**src/verilog/lspcPkg.sv**
```systemverilog
`default_nettype none

package lspcPkg;

	// Register offsets on M68K_ADDR[2:1]
	// Bit 3 is not decoded, so the bank shows up twice
	localparam logic [1:0] regVramAddr = 2'd0;	// $3C0000 / $3C0008
	localparam logic [1:0] regVramRw = 2'd1;	// $3C0002 / $3C000A
	localparam logic [1:0] regVramMod = 2'd2;	// $3C0004 / $3C000C
	localparam logic [1:0] regLspcMode = 2'd3;	// $3C0006 / $3C000E

	// Slow VRAM, 32K words
	typedef logic [14:0] slowAddrT;

	// Fast VRAM, 2K words
	typedef logic [10:0] fastAddrT;

	// One VRAM or bus word
	typedef logic [15:0] vramWordT;

	// CLK_24M cycles between CPU access slots
	localparam int slowSlotDefault = 4;	// 6MHz
	localparam int fastSlotDefault = 2;	// 12MHz

endpackage

`default_nettype wire

```
**src/verilog/cpuRegDecode.sv**
```systemverilog
`timescale 1ns/1ps
`default_nettype none

module cpuRegDecode (
	input logic CLK_24M,
	input logic RESETP,
	input logic [3:1] M68K_ADDR,
	input logic nLSPWE,
	input lspcPkg::vramWordT M68K_DATA,
	input logic writeDone,
	output lspcPkg::slowAddrT slowAddr,
	output lspcPkg::fastAddrT fastAddr,
	output logic zone,
	output lspcPkg::vramWordT writeData,
	output logic writeReqSlow,
	output logic writeReqFast,
	output logic reloadSlow,
	output logic reloadFast,
	output lspcPkg::vramWordT regVramMod,
	output lspcPkg::vramWordT regLspcMode
);

	logic nLspweQ;	// Strobe level one clock back
	logic wrRise;	// End of a CPU write cycle
	logic reqPending;
	lspcPkg::vramWordT vramAddr;	// VRAMADDR, bit 15 is the zone
	lspcPkg::vramWordT steppedAddr;

	// Data and offset are still valid when the strobe goes back up
	assign wrRise = nLSPWE & ~nLspweQ;
	assign reqPending = writeReqSlow | writeReqFast;

	assign zone = vramAddr[15];
	assign slowAddr = vramAddr[14:0];
	assign fastAddr = vramAddr[10:0];

	// Auto-increment wraps inside the zone
	always_comb
	begin
		steppedAddr = vramAddr;
		if (zone)
			steppedAddr[10:0] = vramAddr[10:0] + regVramMod[10:0];	// Bits 15:11 kept
		else
			steppedAddr[14:0] = vramAddr[14:0] + regVramMod[14:0];	// Bit 15 stays 0
	end

	always_ff @(posedge CLK_24M or posedge RESETP)
	begin
		if (RESETP)
		begin
			nLspweQ <= 1'b1;	// Bus idle
			vramAddr <= '0;
			writeData <= '0;
			regVramMod <= '0;
			regLspcMode <= '0;
			writeReqSlow <= 1'b0;
			writeReqFast <= 1'b0;
			reloadSlow <= 1'b0;
			reloadFast <= 1'b0;
		end
		else
		begin
			nLspweQ <= nLSPWE;
			reloadSlow <= 1'b0;	// Strobes last one cycle
			reloadFast <= 1'b0;

			// Write slot done, step and refetch
			if (writeDone)
			begin
				writeReqSlow <= 1'b0;
				writeReqFast <= 1'b0;
				vramAddr <= steppedAddr;
				reloadSlow <= ~zone;
				reloadFast <= zone;
			end

			if (wrRise)
			begin
				case (M68K_ADDR[2:1])
					lspcPkg::regVramAddr:
					begin
						vramAddr <= M68K_DATA;
						reloadSlow <= ~M68K_DATA[15];	// Refetch from the new zone
						reloadFast <= M68K_DATA[15];
					end
					lspcPkg::regVramRw:
					begin
						// Dropped if the previous write is still waiting
						if (~reqPending)
						begin
							writeData <= M68K_DATA;
							writeReqSlow <= ~zone;
							writeReqFast <= zone;
						end
					end
					lspcPkg::regVramMod:
						regVramMod <= M68K_DATA;
					default:
						regLspcMode <= M68K_DATA;	// LSPCMODE
				endcase
			end
		end
	end

endmodule

`default_nettype wire

```
**config.mk**
```make
export PLATFORM = sky130hd
export DESIGN_NAME = cpuRegDecode
export DESIGN_NICKNAME = d
export VERILOG_FILES = /design/src/verilog/lspcPkg.sv /design/src/verilog/cpuRegDecode.sv
export SDC_FILE = /design/constraint.sdc
export NUM_CORES = 1
export LEC_CHECK = 0
export ABC_AREA = 1
export BUFFER_PORTS_ARGS = -buffer_cell sky130_fd_sc_hd__buf_4
export CAP_MARGIN = 20
export CORE_MARGIN = 5
export CORE_UTILIZATION = 30
export CTS_CLUSTER_SIZE = 40
export DETAILED_ROUTE_END_ITERATION = 7
export PLACE_DENSITY_LB_ADDON = 0.08
export SLEW_MARGIN = 0
export SYNTH_ARGS = -nofsm -noshare
export SYNTH_HDL_FRONTEND = slang
export SYNTH_SLANG_ARGS = --single-unit
```
**constraint.sdc**
```tcl
create_clock -name CLK_24M -period 2.9 [get_ports CLK_24M]
set_input_delay 0.58 -clock CLK_24M [delete_from_list [all_inputs] [get_ports CLK_24M]]
set_output_delay 0.58 -clock CLK_24M [all_outputs]
set_load 0.02 [all_outputs]
```
After elaboration in Yosys (flattened, before gate mapping)
Cells that the tools add are included.
{"block": "totals", "reg_bits": 69, "input_bits": 23, "output_inout_bits": 79, "elab_cells": 44}
{"block": "op_classes", "add_sub_neg": 2, "n_eq_ne": 2, "n_mux": 19, "n_bitwise": 7, "reduce_logical": 5}
{"op": "$mux 16", "count": 2}
{"op": "$add 15x15->15", "count": 1}
{"op": "$mux 15", "count": 1}
{"op": "$mux 1", "count": 14}
{"op": "$add 11x11->11", "count": 1}
{"op": "$mux 11", "count": 1}
{"op": "$not 1->1", "count": 5}
{"op": "$mux 4", "count": 1}
{"op": "$reduce_and 2->1", "count": 2}
{"op": "$reduce_and 3->1", "count": 1}
{"op": "$reduce_or 3->1", "count": 1}
{"op": "$eq 2x1->1 const B", "count": 1}
{"op": "$eq 2x2->1 const B", "count": 1}
{"op": "$logic_not 2->1", "count": 1}
{"op": "$and 1x1->1", "count": 1}
{"op": "$or 1x1->1", "count": 1}

Depth between registers and ports, before layout
{"block": "depth", "depth_word": 5, "ltp_mapped": 12, "mapped_depth_nobuf": 12}

Worst setup path after synthesis
OpenSTA, ideal clock, no wires.
{"block": "synth_path", "path_kind": "register -> register", "startpoint": "register vramAddr[0]", "endpoint": "register vramAddr[8]", "setup_ns": 0.126, "t_arrival_ns": 1.708, "required_time_ns": 2.774, "path_slack_ns": 1.065, "path_stages_with_launch": 12, "path_buffers": 0, "synth_period_minus_slack_ns": 1.835, "cell_sequence": "dfrtp_1 > ha_1 > inv_1 > fa_1 > inv_1 > nand3_1 > nand3_1 > nand2_1 > nand4_1 > nand3_1 > nand2_1 > o21ai_0"}
{"block": "synth_between", "elab_chain_cells": 5, "elab_cells_between_ends": 6, "cone_classes": "add/sub: 2; mux: 4"}
{"element": "from (decl)", "line": "cpuRegDecode.sv:26", "source": "lspcPkg::vramWordT vramAddr;"}
{"element": "from (signal assigned)", "line": "cpuRegDecode.sv:72", "source": "vramAddr <= steppedAddr;"}
{"element": "$add 15x15->15 / $add 11x11->11 (equally long branches)", "line": "cpuRegDecode.sv:44, cpuRegDecode.sv:42"}
{"element": "$mux 11 (*)", "line": "cpuRegDecode.sv:41", "source": "if (zone)"}
{"element": "$mux 15 (*)", "line": "cpuRegDecode.sv:68", "source": "if (writeDone)"}
{"element": "$mux 16", "line": "cpuRegDecode.sv:79", "source": "case (M68K_ADDR[2:1])"}
{"element": "$mux 16 (*)", "line": "cpuRegDecode.sv:77", "source": "if (wrRise)"}
Every way passes the cells marked *; elsewhere a longest branch is shown, timed or not.
A chain may end at the register's enable or synchronous reset.

Worst setup path in the final report
{"block": "layout_path", "startpoint": "register vramAddr[0]", "endpoint": "register vramAddr[12]"}
{"block": "layout_between", "elab_chain_cells": 5}
{"element": "$add 15x15->15 (*)", "line": "cpuRegDecode.sv:44", "source": "steppedAddr[14:0] = vramAddr[14:0] + regVramMod[14:0];"}
{"element": "$mux 4 (*)", "line": "cpuRegDecode.sv:41"}
{"element": "$mux 15 (*)", "line": "cpuRegDecode.sv:68"}
{"element": "$mux 16", "line": "cpuRegDecode.sv:79"}
{"element": "$mux 16 (*)", "line": "cpuRegDecode.sv:77"}
Marked as above.

==> out/summary.txt <==
CP startpoint kind: flop
routability congestion estimate: 0.809
post-route ant nets: 0
initial antenna violation count: 0
Clock Skew: 0.00525 ns
H-tree Lvls: 3
dpl hpwl: 8020 um
Worst Hold Class: input port to asynchronous set/reset pin
IO Port Bufs: 100
post-CTS setup buffer count: 0
Die W: 121 um
CTS Hold Bufs: 0
Worst-Skew Late Latency: 0.32 ns
Pwr per Cell Area: 1030 nW/um^2
Detailed Route WL: 10500 um
Mapped Area: 3680 um^2
Post-synth EDFFs: 0
GR Util met2: 0.243
GRT overflow: 0
Pleak: 0.00261 uW
Die H: 121 um
Antenna Cells: 0
worst reg2reg endpoint: vramAddr[12]
Longest Clk Path Bufs: 2
Worst Setup End Kind: flop
Yosys Warn Count: 0
io pins: 102
row cnt: 40
GR Util All Layers: 0.150
status: completed
Fin Setup TNS: 0 ns
Starting Density: 0.306
Critical Path Fanout Max: 4
minimum clock period: 2.00 ns
via count: 3187
RSZ-0062 raised after global routing: no
final cell count without fillers: 716
DRC Markers: 0
grt met3 use: 0.0341
Worst IR Drop VDD: 294 uV
root buffer cell: clkbuf_16
CORE AREA: 12000 um^2
Synth Instances: 474
Hold Vio Cnt, Final: 0
Max Slew Vio Count: 0
fraction of registers with async set/reset: 1.00
Worst Tran Pin Value: 0.624 ns
wire length of the first global-routing pass: 17100 um
post-route clock period utilization: 0.688
maxcap violations: 0
# resized after CTS: 0
routed length per instance: 14.6 um
cell area after layout: 4840 um^2
# setup viols final: 0
Detailed Routing Iterations Pass 1: 6
number of fill cells: 1269
WHS: 0.332 ns
clock edge transition at the registers on the reported setup and hold paths: 0.06 ns
layer with the highest usage: met2
synth unique cells: 31
worst r2r path cells: 11
Mean Syn Cell Area: 7.76 um^2
Area Growth Syn to Fin: 31.6%
Vias/cell: 4.45
CP arrival: 2.22 ns
reg-to-reg slack, setup: 0.90 ns
predominant post-synthesis flop cell: dfrtp_1
nets@finish: 602
FF+latch count, synth: 69
Final Power: 4970 uW
relative slew slack: 0.584
WP data required: 3.12 ns
M1 GR Usage: 0.196
FMAX: 501 MHz
TritonCTS buffer count: 9
dpl cell area: 4510 um^2
vias in the first global route: 3335
largest net degree at the start of global routing: 45
Reg-to-Reg Start: vramAddr[0]
share of cells above drive strength 1: 0.237
die area: 14600 um^2
Mapped Nets: 512
CTS tree: built
sequential area share after synthesis: 0.470
Crit Path Class: flop to flop
first-iteration detailed-routing DRC count: 107
CTS sink cnt: 69
placed cells: 700
-- cell usage in the layout, fill, tap and decap left out --
| cell | count |
|---|---|
| nand3_1 | 24 |
| nand4_1 | 6 |
| fa_1 | 1 |
| clkbuf_8 | 1 |
| xnor2_1 | 2 |
| o21ai_0 | 50 |
| a31oi_1 | 1 |
| and2_1 | 2 |
| nor2_4 | 1 |
| o21ai_1 | 13 |
| o31ai_1 | 1 |
| o22ai_1 | 4 |
| clkinvlp_4 | 2 |
| nand2_2 | 5 |
| xor2_1 | 2 |
| dfstp_2 | 1 |
| buf_4 | 102 |
| clkbuf_16 | 9 |
| a21oi_1 | 12 |
| nor2_1 | 25 |
| inv_6 | 2 |
| a21o_1 | 1 |
| inv_2 | 3 |
| nand3_2 | 2 |
| bufinv_16 | 2 |
| nand3b_1 | 1 |
| or2_1 | 1 |
| dfrtp_1 | 68 |
| inv_1 | 67 |
| ha_1 | 14 |
| buf_12 | 1 |
| nor3_2 | 1 |
| o211ai_1 | 1 |
| nand2_1 | 138 |
| nor2_2 | 3 |
-- registers in the layout (all words and copies together) (netlist names) --
| name | cells |
|---|---|
| writeReqSlow | 1 |
| regLspcMode | 16 |
| writeData | 16 |
| reloadSlow | 1 |
| nLspweQ | 1 |
| reloadFast | 1 |
| writeReqFast | 1 |
| vramAddr | 16 |
| regVramMod | 16 |
-- cell usage after synthesis, types with 3 or more instances --
cell type | count | share of area
dfrtp_1 | 68 | 0.46
o22ai_1 | 4 | 0.0068
a21oi_1 | 12 | 0.016
nor2_2 | 3 | 0.0051
nand4_1 | 6 | 0.010
clkbuf_1 | 9 | 0.0092
ha_1 | 14 | 0.048
nand2_1 | 138 | 0.14
buf_2 | 3 | 0.0041
inv_1 | 68 | 0.069
o21ai_0 | 50 | 0.068
nand2_2 | 5 | 0.0085
o21ai_1 | 13 | 0.018
nor2_1 | 25 | 0.026
nand3_1 | 24 | 0.033
buf_4 | 12 | 0.025
-- routing by layer --
layer	wire length [um]	up-vias
met5	0	-
met4	173	0
met1	5010	1451
met2	4870	52
met3	429	13
li1	-	1671
-- metrics by stage --
stage               utilization  worst slack [ns]
CTS                       0.403             0.869
finish                    0.403             0.905
detailed placement        0.375             0.854
global placement          0.375             0.873
floorplan                     -             0.582
global route              0.403             0.670
-- final cells by class --
class	count	area [um^2]	share of cell area
inverter	70	263	0.0543
multi-input combinational	311	1550	0.320
sequential	69	1730	0.357
clock inverter	6	92.6	0.0191
tap	147	184	0.0380
clock buffer	10	239	0.0494
timing repair buffer	103	786	0.162
-- power by group --
group / internal (uW) / switching [uW]
combinational: 919 / 1400
clock: 782 / 431
sequential: 1210 / 222
total: 2910 / 2050
-- worst max-delay path, cell delays in order (launching register included) --
cell	delay, ns
dfrtp_1	0.40
ha_1	0.26
inv_1	0.08
fa_1	0.39
inv_1	0.12
nand3_1	0.08
nand3_1	0.15
nand3_1	0.15
nand4_1	0.10
nand3_1	0.08
nand2_1	0.07
inv_1	0.03
-- how the worst max path moves through the flow --
stage	depth (start not counted)	endpoint	startpoint	slack (ns)
final	11	vramAddr[12]	vramAddr[0]	0.90
after floorplan	1	regLspcMode[0]	RESETP	0.58
after CTS	11	vramAddr[12]	vramAddr[0]	0.87
after global routing	12	vramAddr[12]	vramAddr[0]	0.67
after global placement	9	vramAddr[13]	nLSPWE	0.87
after detailed placement	9	vramAddr[11]	nLSPWE	0.85
-- kinds of logic (layout without fill, tap and decap cells) --
logic type / count (synthesis) / after routing / share of synthesized area
AND/OR/NAND/NOR: 209 / 209 / 0.241
AO/OA/AOI/OAI: 83 / 83 / 0.117
buffers and inverters: 94 / 189 / 0.109
adder cells (fa/ha/maj): 15 / 15 / 0.0531
flip-flops: 69 / 69 / 0.470
XOR/XNOR: 4 / 4 / 0.00953
(Power assumes the default switching activity.)
